==> src/hdl/wbh_pkg.sv <==
// shared defs for the wishbone host bridge; 32-bit classic wishbone only, single clock domain
package wbh_pkg;

   // ------------------------------------------------------------
   // bus widths
   // ------------------------------------------------------------
   localparam int WB_AW = 32;   // host and downstream address
   localparam int WB_DW = 32;   // data word
   localparam int WB_SW = 4;    // one byte enable per byte lane

   // bank select extension
   localparam int BANK_W = 16;
   localparam logic [BANK_W-1:0] BANK_RST = 16'h1000;   // default bank after reset

   // ------------------------------------------------------------
   // address map
   // ------------------------------------------------------------
   // host bits below LOW_ADR_W pass straight through to the slave
   localparam int LOW_ADR_W = 18;
   // region code sits just above the pass-through bits (19:18)
   localparam int RGN_W = 2;
   localparam logic [RGN_W-1:0] REG_RGN = 2'b10;   // local config registers
   localparam logic [RGN_W-1:0] RSV_RGN = 2'b11;   // reserved, answers with err

   // word index of the local registers
   localparam int REG_IDX_LSB = 2;   // word aligned

   // ------------------------------------------------------------
   // vector types
   // ------------------------------------------------------------
   typedef logic [WB_AW-1:0]  wb_addr_t;
   typedef logic [WB_DW-1:0]  wb_data_t;
   typedef logic [WB_SW-1:0]  wb_sel_t;
   typedef logic [BANK_W-1:0] bank_sel_t;
   typedef logic [1:0]        reg_idx_t;   // four local words

   // local register indices
   localparam reg_idx_t IDX_GLB  = 2'd0;   // global control
   localparam reg_idx_t IDX_BANK = 2'd1;   // bank select
   localparam reg_idx_t IDX_CLK1 = 2'd2;   // clock control 1
   localparam reg_idx_t IDX_CLK2 = 2'd3;   // clock control 2

   // global control bits that drive the block resets
   // all active low, so a cleared bit holds that block in reset
   localparam int RST_BIT_WBD  = 0;   // internal wishbone fabric
   localparam int RST_BIT_BIST = 1;   // bist block
   localparam int RST_BIT_MAC  = 2;   // mac block

   // ------------------------------------------------------------
   // request and response bundles
   // ------------------------------------------------------------
   // one request beat as seen after the host register, 69 bits
   typedef struct packed {
      wb_addr_t adr;   // byte address
      logic     we;    // 1 = write
      wb_data_t dat;   // write data
      wb_sel_t  sel;   // byte enables
   } wb_req_t;

   // response from any target, 34 bits
   // ack and err are single-cycle pulses, never together
   typedef struct packed {
      wb_data_t dat;   // read data, valid with ack
      logic     ack;
      logic     err;
   } wb_rsp_t;

endpackage
==> src/hdl/wbh_top.sv <==
// wishbone host bridge top; single wbm_clk_i domain, classic cycles only, no pipelining
`timescale 1ns/1ps

module wbh_top (
   input  logic               wbm_clk_i,
   input  logic               wbm_rst_n,
   // host port
   input  logic               wbm_cyc_i,
   input  logic               wbm_stb_i,
   input  wbh_pkg::wb_addr_t  wbm_adr_i,
   input  logic               wbm_we_i,
   input  wbh_pkg::wb_data_t  wbm_dat_i,
   input  wbh_pkg::wb_sel_t   wbm_sel_i,
   output wbh_pkg::wb_data_t  wbm_dat_o,
   output logic               wbm_ack_o,
   output logic               wbm_err_o,
   // downstream slave port
   output logic               wbs_cyc_o,
   output logic               wbs_stb_o,
   output wbh_pkg::wb_addr_t  wbs_adr_o,
   output logic               wbs_we_o,
   output wbh_pkg::wb_data_t  wbs_dat_o,
   output wbh_pkg::wb_sel_t   wbs_sel_o,
   input  wbh_pkg::wb_data_t  wbs_dat_i,
   input  logic               wbs_ack_i,
   input  logic               wbs_err_i,
   // config outputs
   output logic               wbd_int_rst_n_o,
   output logic               bist_rst_n_o,
   output logic               mac_rst_n_o,
   output wbh_pkg::wb_data_t  cfg_clk_ctrl1_o,
   output wbh_pkg::wb_data_t  cfg_clk_ctrl2_o
);

   import wbh_pkg::*;

   wb_req_t   host_req;   // raw host fields
   wb_req_t   req;        // registered request
   logic      req_vld;
   logic      reg_cs;
   wb_rsp_t   reg_rsp;    // from local registers
   wb_rsp_t   rsp;        // selected, back to host
   bank_sel_t bank_sel;

   assign host_req.adr = wbm_adr_i;
   assign host_req.we  = wbm_we_i;
   assign host_req.dat = wbm_dat_i;
   assign host_req.sel = wbm_sel_i;

   // ------------------------------------------------------------
   // host register, router, local registers
   // ------------------------------------------------------------
   wbh_req_stage u_req_stage (
      .wbm_clk_i  (wbm_clk_i),
      .wbm_rst_n  (wbm_rst_n),
      .wbm_cyc_i  (wbm_cyc_i),
      .wbm_stb_i  (wbm_stb_i),
      .host_req_i (host_req),
      .rsp_i      (rsp),
      .req_vld_o  (req_vld),
      .req_o      (req),
      .wbm_dat_o  (wbm_dat_o),
      .wbm_ack_o  (wbm_ack_o),
      .wbm_err_o  (wbm_err_o)
   );

   wbh_router u_router (
      .req_vld_i  (req_vld),
      .req_i      (req),
      .bank_sel_i (bank_sel),
      .reg_rsp_i  (reg_rsp),
      .wbs_dat_i  (wbs_dat_i),
      .wbs_ack_i  (wbs_ack_i),
      .wbs_err_i  (wbs_err_i),
      .reg_cs_o   (reg_cs),
      .rsp_o      (rsp),
      .wbs_cyc_o  (wbs_cyc_o),
      .wbs_stb_o  (wbs_stb_o),
      .wbs_adr_o  (wbs_adr_o),
      .wbs_we_o   (wbs_we_o),
      .wbs_dat_o  (wbs_dat_o),
      .wbs_sel_o  (wbs_sel_o)
   );

   wbh_regs u_regs (
      .wbm_clk_i       (wbm_clk_i),
      .wbm_rst_n       (wbm_rst_n),
      .reg_cs_i        (reg_cs),
      .req_i           (req),
      .rsp_o           (reg_rsp),
      .bank_sel_o      (bank_sel),
      .wbd_int_rst_n_o (wbd_int_rst_n_o),
      .bist_rst_n_o    (bist_rst_n_o),
      .mac_rst_n_o     (mac_rst_n_o),
      .cfg_clk_ctrl1_o (cfg_clk_ctrl1_o),
      .cfg_clk_ctrl2_o (cfg_clk_ctrl2_o)
   );

endmodule

==> src/hdl/wbh_regs.sv <==
// local config words; byte enables apply only to global control and accesses never error
`timescale 1ns/1ps

module wbh_regs (
   input  logic               wbm_clk_i,
   input  logic               wbm_rst_n,
   input  logic               reg_cs_i,          // local select from router
   input  wbh_pkg::wb_req_t   req_i,             // registered request
   output wbh_pkg::wb_rsp_t   rsp_o,             // registered read data and ack
   output wbh_pkg::bank_sel_t bank_sel_o,        // upper downstream address
   output logic               wbd_int_rst_n_o,   // fabric reset, active low
   output logic               bist_rst_n_o,      // bist reset, active low
   output logic               mac_rst_n_o,       // mac reset, active low
   output wbh_pkg::wb_data_t  cfg_clk_ctrl1_o,
   output wbh_pkg::wb_data_t  cfg_clk_ctrl2_o
);

   import wbh_pkg::*;

   reg_idx_t  reg_idx;     // word index from address
   logic      reg_acc;     // access accepted this cycle
   logic      reg_wr;      // write strobe
   logic      reg_ack;     // registered ack
   wb_data_t  glb_ctrl;    // word 0
   bank_sel_t bank_sel;    // word 1
   wb_data_t  clk_ctrl1;   // word 2
   wb_data_t  clk_ctrl2;   // word 3
   wb_data_t  rd_mux;      // read mux out
   wb_data_t  rd_dat;      // read data register

   assign reg_idx = req_i.adr[REG_IDX_LSB +: $bits(reg_idx_t)];
   // select stays up through the ack cycle so take it only once
   assign reg_acc = reg_cs_i & !reg_ack;
   assign reg_wr  = reg_acc & req_i.we;

   // ------------------------------------------------------------
   // config words
   // ------------------------------------------------------------
   always_ff @(posedge wbm_clk_i or negedge wbm_rst_n)
   begin
      if (!wbm_rst_n)
      begin
         glb_ctrl <= '0;   // all blocks held in reset
      end
      else if (reg_wr && (reg_idx == IDX_GLB))
      begin
         for (int b = 0; b < WB_SW; b++)
         begin
            if (req_i.sel[b])
               glb_ctrl[8*b +: 8] <= req_i.dat[8*b +: 8];   // per byte lane
         end
      end
   end

   // remaining words are written whole and ignore byte enables
   always_ff @(posedge wbm_clk_i or negedge wbm_rst_n)
   begin
      if (!wbm_rst_n)
      begin
         bank_sel  <= BANK_RST;
         clk_ctrl1 <= '0;
         clk_ctrl2 <= '0;
      end
      else if (reg_wr)
      begin
         case (reg_idx)
            IDX_BANK : bank_sel  <= req_i.dat[BANK_W-1:0];
            IDX_CLK1 : clk_ctrl1 <= req_i.dat;
            IDX_CLK2 : clk_ctrl2 <= req_i.dat;
            default  : ;   // global control handled above
         endcase
      end
   end

   // ------------------------------------------------------------
   // read path and ack
   // ------------------------------------------------------------
   always_comb
   begin
      case (reg_idx)
         IDX_GLB  : rd_mux = glb_ctrl;
         IDX_BANK : rd_mux = {{(WB_DW-BANK_W){1'b0}}, bank_sel};   // zero extend
         IDX_CLK1 : rd_mux = clk_ctrl1;
         default  : rd_mux = clk_ctrl2;
      endcase
   end

   always_ff @(posedge wbm_clk_i)
   begin
      if (reg_acc)
         rd_dat <= rd_mux;
   end

   // one ack per access for reads and writes alike
   always_ff @(posedge wbm_clk_i or negedge wbm_rst_n)
   begin
      if (!wbm_rst_n)
         reg_ack <= 1'b0;
      else
         reg_ack <= reg_acc;
   end

   assign rsp_o.dat = rd_dat;
   assign rsp_o.ack = reg_ack;
   assign rsp_o.err = 1'b0;   // nothing to reject locally

   // ------------------------------------------------------------
   // outputs
   // ------------------------------------------------------------
   assign bank_sel_o      = bank_sel;
   assign wbd_int_rst_n_o = glb_ctrl[RST_BIT_WBD];
   assign bist_rst_n_o    = glb_ctrl[RST_BIT_BIST];
   assign mac_rst_n_o     = glb_ctrl[RST_BIT_MAC];
   assign cfg_clk_ctrl1_o = clk_ctrl1;
   assign cfg_clk_ctrl2_o = clk_ctrl2;

   // select must drop once the ack is out or the access repeats
   cs_drop_a : assert property (@(posedge wbm_clk_i) disable iff (!wbm_rst_n)
      reg_ack |=> !reg_cs_i)
      else $error("wbh_regs: select still up after ack");

endmodule

==> src/hdl/wbh_router.sv <==
// region decode and response select; combinational only and slave responses count only while strobed
`timescale 1ns/1ps

module wbh_router (
   input  logic               req_vld_i,     // registered request valid
   input  wbh_pkg::wb_req_t   req_i,         // registered request
   input  wbh_pkg::bank_sel_t bank_sel_i,    // upper address bank
   input  wbh_pkg::wb_rsp_t   reg_rsp_i,     // local register response
   input  wbh_pkg::wb_data_t  wbs_dat_i,     // slave read data
   input  logic               wbs_ack_i,
   input  logic               wbs_err_i,
   output logic               reg_cs_o,      // local register select
   output wbh_pkg::wb_rsp_t   rsp_o,         // selected response
   output logic               wbs_cyc_o,
   output logic               wbs_stb_o,
   output wbh_pkg::wb_addr_t  wbs_adr_o,     // banked address
   output logic               wbs_we_o,
   output wbh_pkg::wb_data_t  wbs_dat_o,
   output wbh_pkg::wb_sel_t   wbs_sel_o
);

   import wbh_pkg::*;

   localparam int HI_ADR_W = WB_AW - LOW_ADR_W;   // bits taken from bank select

   logic [RGN_W-1:0] rgn;       // region code from adr 19:18
   logic             reg_hit;   // local register space
   logic             rsv_hit;   // reserved space
   logic             dn_req;    // live downstream request

   assign rgn = req_i.adr[LOW_ADR_W +: RGN_W];

   // ------------------------------------------------------------
   // downstream request fields
   // ------------------------------------------------------------
   // {bank_sel[15:2], adr[17:0]} reaches past the 256 KB host window
   assign wbs_adr_o = {bank_sel_i[BANK_W-1 -: HI_ADR_W], req_i.adr[LOW_ADR_W-1:0]};
   assign wbs_we_o  = req_i.we;
   assign wbs_dat_o = req_i.dat;
   assign wbs_sel_o = req_i.sel;

   // ------------------------------------------------------------
   // decode and response mux
   // ------------------------------------------------------------
   always_comb
   begin
      reg_hit = (rgn == REG_RGN);
      rsv_hit = (rgn == RSV_RGN);
      dn_req  = req_vld_i & !reg_hit & !rsv_hit;

      reg_cs_o  = req_vld_i & reg_hit;
      wbs_cyc_o = dn_req;   // one cycle per transfer and no bursts
      wbs_stb_o = dn_req;

      rsp_o = '0;
      if (reg_hit)
      begin
         // local space never errors
         rsp_o.dat = reg_rsp_i.dat;
         rsp_o.ack = reg_rsp_i.ack;
      end
      else if (rsv_hit)
      begin
         rsp_o.err = req_vld_i;   // immediate error as nothing sits behind it
      end
      else
      begin
         rsp_o.dat = wbs_dat_i;
         rsp_o.ack = wbs_ack_i & dn_req;   // ignore stray slave responses
         rsp_o.err = wbs_err_i & dn_req;
      end
   end

endmodule

==> src/hdl/wbh_req_stage.sv <==
// host request register; host must hold cyc/stb and fields until ack or err, one transfer at a time
`timescale 1ns/1ps

module wbh_req_stage (
   input  logic              wbm_clk_i,
   input  logic              wbm_rst_n,
   input  logic              wbm_cyc_i,     // host cycle
   input  logic              wbm_stb_i,     // host strobe
   input  wbh_pkg::wb_req_t  host_req_i,    // raw host fields
   input  wbh_pkg::wb_rsp_t  rsp_i,         // selected response from router
   output logic              req_vld_o,     // registered, qualified strobe
   output wbh_pkg::wb_req_t  req_o,         // registered request fields
   output wbh_pkg::wb_data_t wbm_dat_o,     // read data to host, held after ack
   output logic              wbm_ack_o,
   output logic              wbm_err_o
);

   import wbh_pkg::*;

   logic host_stb;    // strobe qualified with cycle
   logic rsp_now;     // response coming back this cycle
   logic rsp_last;    // response went out to host last cycle

   assign host_stb = wbm_cyc_i & wbm_stb_i;
   assign rsp_now  = rsp_i.ack | rsp_i.err;
   assign rsp_last = wbm_ack_o | wbm_err_o;

   // ------------------------------------------------------------
   // request side
   // ------------------------------------------------------------
   // host keeps stb up until it sees ack, so mask both the cycle the
   // response arrives and the cycle it is on the host bus
   always_ff @(posedge wbm_clk_i or negedge wbm_rst_n)
   begin
      if (!wbm_rst_n)
      begin
         req_vld_o <= 1'b0;
      end
      else
      begin
         req_vld_o <= host_stb & !rsp_now & !rsp_last;   // no reissue
      end
   end

   // fields only move while the host strobes, stable under back-pressure
   always_ff @(posedge wbm_clk_i)
   begin
      if (host_stb)
         req_o <= host_req_i;
   end

   // ------------------------------------------------------------
   // response side
   // ------------------------------------------------------------
   always_ff @(posedge wbm_clk_i or negedge wbm_rst_n)
   begin
      if (!wbm_rst_n)
      begin
         wbm_ack_o <= 1'b0;
         wbm_err_o <= 1'b0;
         wbm_dat_o <= '0;
      end
      else
      begin
         wbm_ack_o <= rsp_i.ack;   // one extra flop for timing
         wbm_err_o <= rsp_i.err;
         if (rsp_i.ack)
            wbm_dat_o <= rsp_i.dat;   // keep last read data on the bus
      end
   end

   // ack and err come from different targets through the router,
   // the host must never see both
   ack_err_excl_a : assert property (@(posedge wbm_clk_i) disable iff (!wbm_rst_n)
      !(wbm_ack_o && wbm_err_o))
      else $error("wbh_req_stage: ack and err high together");

endmodule

==> config.mk <==
export PLATFORM = sky130hd
export DESIGN_NAME = wbh_top
export DESIGN_NICKNAME = d
export VERILOG_FILES = /design/src/hdl/wbh_pkg.sv /design/src/hdl/wbh_top.sv /design/src/hdl/wbh_regs.sv /design/src/hdl/wbh_router.sv /design/src/hdl/wbh_req_stage.sv
export SDC_FILE = /design/constraint.sdc
export NUM_CORES = 1
export LEC_CHECK = 0
export BUFFER_PORTS_ARGS = -buffer_cell sky130_fd_sc_hd__buf_2
export CAP_MARGIN = 10
export CORE_MARGIN = 5
export CORE_UTILIZATION = 45
export CTS_CLUSTER_DIAMETER = 100
export DETAILED_ROUTE_END_ITERATION = 8
export GPL_TIMING_DRIVEN = 0
export PLACE_DENSITY = 0.76
export SLEW_MARGIN = 5
export SYNTH_ARGS = -nofsm -noshare
export SYNTH_HDL_FRONTEND = slang
export SYNTH_HIERARCHICAL = 1
export SYNTH_SLANG_ARGS = --single-unit
==> constraint.sdc <==
create_clock -name wbm_clk_i -period 2.9 [get_ports wbm_clk_i]
set_input_delay 0.58 -clock wbm_clk_i [delete_from_list [all_inputs] [get_ports wbm_clk_i]]
set_output_delay 0.58 -clock wbm_clk_i [all_outputs]
set_load 0.05 [all_outputs]
==> flow_metrics.env, run 1 <==
export IMPL_status="finished clean"
export IMPL_crit_chain="nor2b_4 > buf_6 > buf_8 > and2_1 > and3b_1 > buf_6 > and3b_1 > buf_6 > buf_6 > mux2_4"
export IMPL_first_iter_violations=327
export IMPL_worst_slew_pin_slew_ns=0.852
export IMPL_fin_nets=1003
export IMPL_overflow=0
export IMPL_syn_area_mm2=0.0102
export IMPL_vias=5992
export IMPL_area_delta_synth_final_pct=25.4
export IMPL_maxSlewHeadroom_pct=43.2
export IMPL_io_pins=279
export IMPL_core_region_area_mm2=0.0225
export IMPL_final_util_pct=57.1
export IMPL_syn_inst=600
export IMPL_cts_repair_resize_count=0
export IMPL_portBuffers=266
export IMPL_die_h_um=161
export IMPL_ant_nets=0
export IMPL_critical_path_slowest_cell="edfxtp_1"
export IMPL_power_density_mw_per_mm2=789
export IMPL_critical_path_top_delay_family="buffers and inverters"
export IMPL_grt_max_degree=83
export IMPL_cp_slowest_stage_delay_ns=0.40
export IMPL_path_buf_inv=5
export IMPL_clk_pin_slew_ns=0.06
export IMPL_die_area_mm2=0.0259
export IMPL_synth_avg_cell_area_um2=17.1
export IMPL_gp_congestion=0.846
export IMPL_wl_um=24000
export IMPL_htreeDepth=1
export IMPL_synth_nets=707
export IMPL_ys_warn_count=6
export IMPL_insertedDiodeCount=0
export IMPL_fp_row_count=55
export IMPL_clock_sinks=237
export IMPL_grt_pass1_wl_um=37100
export IMPL_start_kind="flop"
export IMPL_crit_required_ns=3.31
export IMPL_cts_inserted_buffers=27
export IMPL_grt_usage_pct=18.3
export IMPL_fin_crit_ns=2.38
export IMPL_finalClockSkew_ns=0.0234
export IMPL_critPathKind="reg2reg"
export IMPL_dp_final_hpwl_um=17400
export IMPL_die_w_um=161
export IMPL_clk_insertion_delay_late_ns=0.55
export IMPL_cts_tree="yes"
export IMPL_clock_path_buffers=3
export IMPL_vdd_drop_max_mv=0.531
export IMPL_antenna_found_initial=0
export IMPL_grt_pass1_vias=6376
export IMPL_cts_root_buf="clkbuf_16"
export IMPL_dr_pass1_iters=4
export IMPL_leakagePower_nw=6.25
export IMPL_post_drt_via_cell_ratio=4.99
export IMPL_cap_violations=0
export IMPL_cp_common_cell="buf_6"
export IMPL_fin_crit_sh_pct=82.1
export IMPL_rsz0062_at_grt="no"
export IMPL_max_freq_ghz=0.420
export IMPL_crit_arrival_ns=2.79
export IMPL_drc_errors=0
export IMPL_routedWlPerCell_um=20.0
export IMPL_power_w=0.0101
export IMPL_cts_hold_buffers=0
export IMPL_holdCritPathClass="in2async"
export IMPL_critPathMaxFanout=10
export IMPL_cp_end_kind="flop"
export IMPL_setup_violations=0
export IMPL_start_util_pct=45.5
export IMPL_maxSlewViolCount=0
export IMPL_cts_setup_buffers=0
export IMPL_hold_viol_final=0
export IMPL_drive_gt1_share_pct=63.0
[registers in the layout, indices dropped and copies added (netlist names)]
| signal | flops |
|---|---|
| u_req_stage/wbm_dat_o | 32 |
| u_req_stage/req_o | 57 |
| u_regs/glb_ctrl | 32 |
| u_regs/cfg_clk_ctrl1_o | 32 |
| u_req_stage/req_vld_o | 1 |
| u_regs/bank_sel_o | 16 |
| u_req_stage/wbm_ack_o | 1 |
| u_regs/reg_ack | 1 |
| u_regs/rd_dat | 32 |
| u_req_stage/wbm_err_o | 1 |
| u_regs/cfg_clk_ctrl2_o | 32 |
[final timing paths]
check	start	endpoint	slack, ns	cells after the start
min reg2reg	u_regs/glb_ctrl[17]	u_regs/glb_ctrl[17]	0.50	1
max in group asynchronous	wbm_rst_n	u_regs/bank_sel_o[7]	2.10	2
max	u_req_stage/req_o[56]	u_regs/bank_sel_o[5]	0.52	10
min in group wbm_clk_i	wbm_dat_i[27]	u_req_stage/req_o[31]	0.21	1
max reg2reg	u_req_stage/req_o[56]	u_regs/bank_sel_o[5]	0.52	10
min	wbm_rst_n	u_regs/cfg_clk_ctrl2_o[28]	0.04	1
[layer usage]
layer,up-vias,wire (um),track usage (%)
met4,0,936,7.02
met5,-,0,0
met1,2987,10100,24.9
li1,2738,-,-
met2,209,11500,29.7
met3,58,1500,3.31
[power by group]
part	internal, W	switching (W)
sequential	0.00392	0.000278
clock	0.00197	0.00133
combinational	0.000874	0.00178
[area by class of cell]
cell class,instances,area (um2)
buffer,102,842
clock buffer,40,785
clock inverter,10,92.6
fill,1752,9650
inverter,1,3.75
multi-input combinational,260,3030
sequential,237,6380
tap,285,357
timing repair buffer,267,1370
[placed cells by master, fill, tap and decap left out, types with 10 or more instances in the layout]
cell type,n
a22o_1,26
buf_2,278
buf_4,71
clkbuf_1,10
clkbuf_16,27
dfrtp_1,147
edfxtp_1,89
mux2_2,69
mux2_4,70
mux2i_1,17
mux4_2,16
nand2_1,16
o21ai_0,16
[stage by stage]
step	instance area, um2	setup slack (ns)	setup TNS (ns)	std cells	hold slack [ns]
after floorplan	10200	0.539	0	600	0.284
after global placement	11900	-0.978	-155.33	1151	0.483
after detailed placement	12000	0.485	0	1152	0.490
after CTS	12900	0.464	0	1202	0.0513
after global routing	12900	0.386	0	1202	0.0695
final	12900	0.518	0	1202	0.0357
(Power assumes the default switching activity.)
==> run 2, diff against run 1 <==
ABC_AREA = 1   (was unset)
clock period = 2.5 ns   (was 2.9 ns; I/O delays follow)
==> run 2 against run 1 <==
  * Cell area is 1.1% higher
  * First-iteration DRC count rose by 130%
  * Worst hold slack better by 0.10 ns
  * Final cell count rose by 39%
  * Total power grew 14%
  * Combinational power increased by 14%
  * Die area increased by 0.57%
  * Flip-flop and latch count did not move
  * Clock power rose by 11%
  * Sequential share of layout area decreased by 0.52 points
  * Core utilization grew 0.43 points
  * Count of clock-buffer cells in the layout did not move
  * Highest routed layer unchanged
==> flow_metrics.env, run 2 <==
export IMPL_syn_inst=1056
export IMPL_top_register="u_req_stage/req_o"
export IMPL_grt_max_degree=94
export IMPL_grt_usage_pct=22.0
export IMPL_portBuffers=266
export IMPL_wl_um=29200
export IMPL_fin_cells=1668
export IMPL_final_util_pct=57.5
export IMPL_cts_repair_resize_count=0
export IMPL_clk_insertion_delay_late_ns=0.53
export IMPL_cts_root_buf="clkbuf_16"
export IMPL_power_density_mw_per_mm2=889
export IMPL_post_drt_via_cell_ratio=5.00
export IMPL_start_util_pct=45.7
export IMPL_critPathMaxFanout=5
export IMPL_gp_congestion=0.880
export IMPL_die_area_mm2=0.0260
export IMPL_p_int_w=0.00741
export IMPL_drc_errors=0
export IMPL_first_iter_violations=759
export IMPL_setup_violations=0
export IMPL_worst_slew_pin_slew_ns=0.609
export IMPL_cap_violations=0
export IMPL_max_freq_ghz=0.442
export IMPL_grt_pass1_wl_um=45500
export IMPL_hold_viol_final=0
export IMPL_overflow=0
export IMPL_crit_chain="nand2_2 > nand2_1 > a21oi_1 > buf_4 > buf_2"
export IMPL_synth_nets=1163
export IMPL_netSwitchingFraction_pct=35.9
export IMPL_fin_crit_ns=2.26
export IMPL_cp_slowest_stage_delay_ns=0.46
export IMPL_ys_warn_count=6
export IMPL_critical_path_slowest_cell="edfxtp_1"
export IMPL_critPathKind="reg2out"
export IMPL_clock_path_buffers=3
export IMPL_rsz0062_at_grt="no"
export IMPL_fin_nets=1467
export IMPL_maxSlewHeadroom_pct=59.4
export IMPL_leakagePower_nw=6.57
export IMPL_crit_required_ns=2.00
export IMPL_p_seq_share_pct=42.0
export IMPL_p_comb_share_pct=26.2
export IMPL_cp_end_kind="primary output"
export IMPL_io_pins=279
export IMPL_final_common_cell="nand2_1"
export IMPL_area_delta_synth_final_pct=26.0
export IMPL_dp_cells=1610
export IMPL_grt_pass1_vias=8345
export IMPL_use_met1_pct=29.5
export IMPL_vias=8346
export IMPL_drive_gt1_share_pct=33.2
export IMPL_start_kind="flop"
export IMPL_die_h_um=161
export IMPL_fin_crit_sh_pct=90.5
export IMPL_busiest_layer="met2"
export IMPL_dr_pass1_iters=7
export IMPL_crit_arrival_ns=1.76
export IMPL_fp_row_count=55
export IMPL_ant_nets=0
export IMPL_syn_area_mm2=0.0103
export IMPL_clock_sinks=237
export IMPL_synth_avg_cell_area_um2=9.76
export IMPL_dp_final_hpwl_um=21100
export IMPL_routedWlPerCell_um=17.5
export IMPL_grt_use_met2_pct=34.8
export IMPL_cts_tree="yes"
export IMPL_antenna_found_initial=2
export IMPL_maxSlewViolCount=0
export IMPL_vdd_drop_max_mv=0.614
export IMPL_p_switching_w=0.00414
export IMPL_clk_pin_slew_ns=0.06
export IMPL_largest_reg_flops=57
export IMPL_r2r_setup_slack_ns=0.50
export IMPL_final_cell_mix="nand2_1, buf_2, dfrtp_1, edfxtp_1, buf_4"
export IMPL_status="finished clean"
export IMPL_holdCritPathClass="in2reg"
export IMPL_die_w_um=161
export IMPL_clockPowerShare_pct=31.8
export IMPL_cts_inserted_buffers=27
export IMPL_core_region_area_mm2=0.0226
export IMPL_use_met3_pct=5.23
export IMPL_htreeDepth=1
export IMPL_finalClockSkew_ns=0.0126
run 2: path summary, 6_finish.rpt:
| kind | depth (start not counted) | end | from |
|---|---|---|---|
| worst max-delay path | 5 | wbs_stb_o | u_req_stage/req_o[56] |
| worst min-delay path | 1 | u_req_stage/req_o[21] | wbm_dat_i[17] |
| worst max register to register | 9 | u_regs/glb_ctrl[22] | u_req_stage/req_o[55] |
| worst min register to register | 2 | u_regs/glb_ctrl[30] | u_regs/glb_ctrl[30] |
| max in group asynchronous | 3 | u_req_stage/wbm_dat_o[8] | wbm_rst_n |
| min in group asynchronous | 2 | u_regs/cfg_clk_ctrl2_o[22] | wbm_rst_n |
run 2: repair_timing:
item                       CTS  global route
setup buffers                0             5
hold buffers                 1             0
hold endpoints to repair    55             0
setup endpoints to repair    0             7
run 2: layer usage:
| layer | vias to the layer above | wire length (um) |
|---|---|---|
| met5 | - | 0 |
| met4 | 0 | 1230 |
| met3 | 76 | 2580 |
| met2 | 378 | 13500 |
| met1 | 3920 | 11900 |
| li1 | 3972 | - |
run 2: cell type report:
| cell class | instances | area (um2) |
|---|---|---|
| antenna | 2 | 5.00 |
| buffer | 122 | 863 |
| clock buffer | 40 | 774 |
| clock inverter | 10 | 60.1 |
| fill | 1943 | 9580 |
| inverter | 60 | 228 |
| multi-input combinational | 637 | 2850 |
| sequential | 237 | 6380 |
| tap | 285 | 357 |
| timing repair buffer | 275 | 1480 |
run 2: worst max-delay path: cells and delay by family (launching register included):
family	cells	cell delay, ns
AO/OA/AOI/OAI	1	0.16
buffers and inverters	2	0.37
flip-flops	1	0.46
AND/OR/NAND/NOR	2	0.25
run 2: power by group through the flow:
stage,clock [W],combinational (W),sequential [W]
floorplan,0,0.00105,0.00602
global placement,0,0.00298,0.00490
detailed placement,0,0.00303,0.00492
CTS,0.00375,0.00304,0.00485
global route,0.00394,0.00320,0.00492
finish,0.00367,0.00303,0.00485
run 2: per-stage QoR:
stage          hold WS [ns]  setup TNS, ns  worst slack [ns]  area [um2]  total power, W
6_report              0.138              0             0.236       13000          0.0115
5_1_grt               0.114              0             0.152       13000          0.0121
4_1_cts               0.119              0             0.185       12900          0.0116
3_5_place_dp          0.459              0             0.201       12100         0.00795
3_3_place_gp          0.454        -226.25             -1.27       12000         0.00788
2_1_floorplan         0.204              0            0.0416       10300         0.00706
==> run 3, diff against run 2 <==
clock period = 2.6 ns   (was 2.5 ns; I/O delays follow)
==> run 3 against run 2 <==
  * Setup slack gained 0.051 ns
  * Core utilization shrank 0.22 points
  * Routed wire length is essentially flat
  * Clock power shrank 4%
  * Combinational power shrank 4%
  * Sequential share of layout area grew 0.19 points
  * Sequential power shrank 4%
  * Via count shrank 0.85%
  * Worst hold slack gained 0.021 ns
  * Final cell count shrank 0.30%
  * Total power shrank 3.9%
  * Die area is the same
  * Critical path type is now reg2reg
==> flow_metrics.env, run 3 (synthesis gave the netlist of run 2 again) <==
export IMPL_crit_start="u_req_stage/req_o[55]"
export IMPL_max_freq_ghz=0.432
export IMPL_clk_insertion_delay_late_ns=0.53
export IMPL_final_util_pct=57.3
export IMPL_top_register="u_req_stage/req_o"
export IMPL_worst_slew_pin_slew_ns=0.608
export IMPL_vias=8275
export IMPL_first_iter_violations=775
export IMPL_crit_required_ns=3.01
export IMPL_place_area_mm2=0.0121
export IMPL_critical_path_slowest_cell="nand4_1"
export IMPL_overflow=0
export IMPL_cts_inserted_buffers=27
export IMPL_reg2reg_to="u_regs/glb_ctrl[3]"
export IMPL_r2r_setup_slack_ns=0.29
export IMPL_crit_arrival_ns=2.72
export IMPL_hold_viol_final=0
export IMPL_critPathMaxFanout=19
export IMPL_fp_row_count=55
export IMPL_cap_violations=0
export IMPL_final_cell_mix="nand2_1, buf_2, dfrtp_1, edfxtp_1, o21ai_0"
export IMPL_rsz0062_at_grt="no"
export IMPL_cp_end_kind="flop"
export IMPL_htreeDepth=1
export IMPL_largest_reg_flops=57
export IMPL_holdCritPathClass="in2reg"
export IMPL_crit_chain="inv_1 > nand2_2 > nor2_1 > inv_1 > nor2_4 > nand4_1 > nand2_1 > nand2_1"
export IMPL_dp_final_hpwl_um=21100
export IMPL_start_kind="flop"
export IMPL_start_util_pct=45.7
export IMPL_cp_endpoint="u_regs/glb_ctrl[3]"
export IMPL_fin_nets=1462
export IMPL_r2r_cells=8
export IMPL_io_pins=279
export IMPL_grt_max_degree=94
export IMPL_maxSlewHeadroom_pct=59.5
export IMPL_hold_ws_ns=0.159
export IMPL_drc_errors=0
export IMPL_antenna_found_initial=2
export IMPL_core_region_area_mm2=0.0226
export IMPL_setup_violations=0
export IMPL_power_density_mw_per_mm2=858
export IMPL_nFillCells=1945
export IMPL_leakagePower_nw=6.54
export IMPL_power_w=0.0111
export IMPL_vdd_drop_max_mv=0.590
export IMPL_cp_slowest_stage_delay_ns=0.53
export IMPL_post_drt_via_cell_ratio=4.98
export IMPL_die_w_um=161
export IMPL_cts_repair_resize_count=0
export IMPL_die_area_mm2=0.0260
export IMPL_grt_pass1_wl_um=45500
export IMPL_drive_gt1_share_pct=33.0
export IMPL_clock_sinks=237
export IMPL_grt_usage_pct=22.0
export IMPL_die_h_um=161
export IMPL_critPathKind="reg2reg"
export IMPL_dr_pass1_iters=6
export IMPL_fin_crit_sh_pct=89.0
export IMPL_cts_root_buf="clkbuf_16"
export IMPL_reg2reg_from="u_req_stage/req_o[55]"
export IMPL_routedWlPerCell_um=17.5
export IMPL_grt_pass1_vias=8345
export IMPL_clk_pin_slew_ns=0.06
export IMPL_status="finished clean"
export IMPL_gp_congestion=0.880
export IMPL_clock_path_buffers=3
export IMPL_ant_nets=0
export IMPL_maxSlewViolCount=0
export IMPL_cts_tree="yes"
export IMPL_final_common_cell="nand2_1"
export IMPL_area_delta_synth_final_pct=25.5
export IMPL_portBuffers=266
export IMPL_final_cell_area_mm2=0.0129
export IMPL_finalClockSkew_ns=0.00859
export IMPL_wl_um=29200
export IMPL_fin_crit_ns=2.31
run 3: worst min path at each step:
| stage | startpoint | endpoint | slack, ns | depth (start not counted) |
|---|---|---|---|---|
| floorplan | wbm_rst_n | u_regs/bank_sel_o[0] | 0.22 | 0 |
| global placement | u_regs/glb_ctrl[9] | u_regs/glb_ctrl[9] | 0.45 | 2 |
| detailed placement | u_regs/glb_ctrl[16] | u_regs/glb_ctrl[16] | 0.46 | 2 |
| CTS | wbm_dat_i[7] | u_req_stage/req_o[11] | 0.14 | 1 |
| global route | wbm_adr_i[3] | u_req_stage/req_o[40] | 0.13 | 1 |
| finish | wbm_dat_i[17] | u_req_stage/req_o[21] | 0.16 | 1 |
run 3: final cells by class:
class                   count  area [um2]  share of cell area, %
flip-flops and latches    237        6380                   49.3
plain buffers             122         863                   6.67
repair buffers            270        1430                   11.0
clock inverters            10        60.1                  0.464
inverters                  60         228                   1.76
diodes                      2        5.00                 0.0387
well taps                 285         357                   2.76
multi-input cells         637        2850                   22.0
clock buffers              40         774                   5.99
run 3: report_power, final:
part	internal, W	leakage (nW)	total (W)	switching, W
clock	0.00206	0.406	0.00354	0.00148
combinational	0.000691	3.33	0.00291	0.00222
sequential	0.00437	2.81	0.00466	0.000293
total	0.00712	6.54	0.0111	0.00399
run 3: timing repair:
action,CTS,global route
setup endpoints to repair,0,0
setup buffers,0,0
hold buffers,1,0
endpoints found under the hold margin,55,0
run 3: layer usage:
metal,GRT usage (%),wire (um),up-vias
li1,-,-,3960
met1,29.5,11900,3862
met2,34.8,13400,378
met3,5.23,2640,75
met4,8.84,1220,0
met5,0,0,-
run 3: through the flow:
step	instances	setup slack [ns]	setup TNS, ns
floorplan	1056	0.142	0
global placement	1607	-1.19	-205.76
detailed placement	1610	0.301	0
CTS	1661	0.285	0
global route	1663	0.0564	0
finish	1663	0.287	0
run 3: critical path: cells and delay by family (launching register included):
| kind | cells | cell delay (ns) |
|---|---|---|
| DFF | 1 | 0.41 |
| buffers and inverters | 2 | 0.20 |
| and+or+nand+nor | 6 | 1.59 |
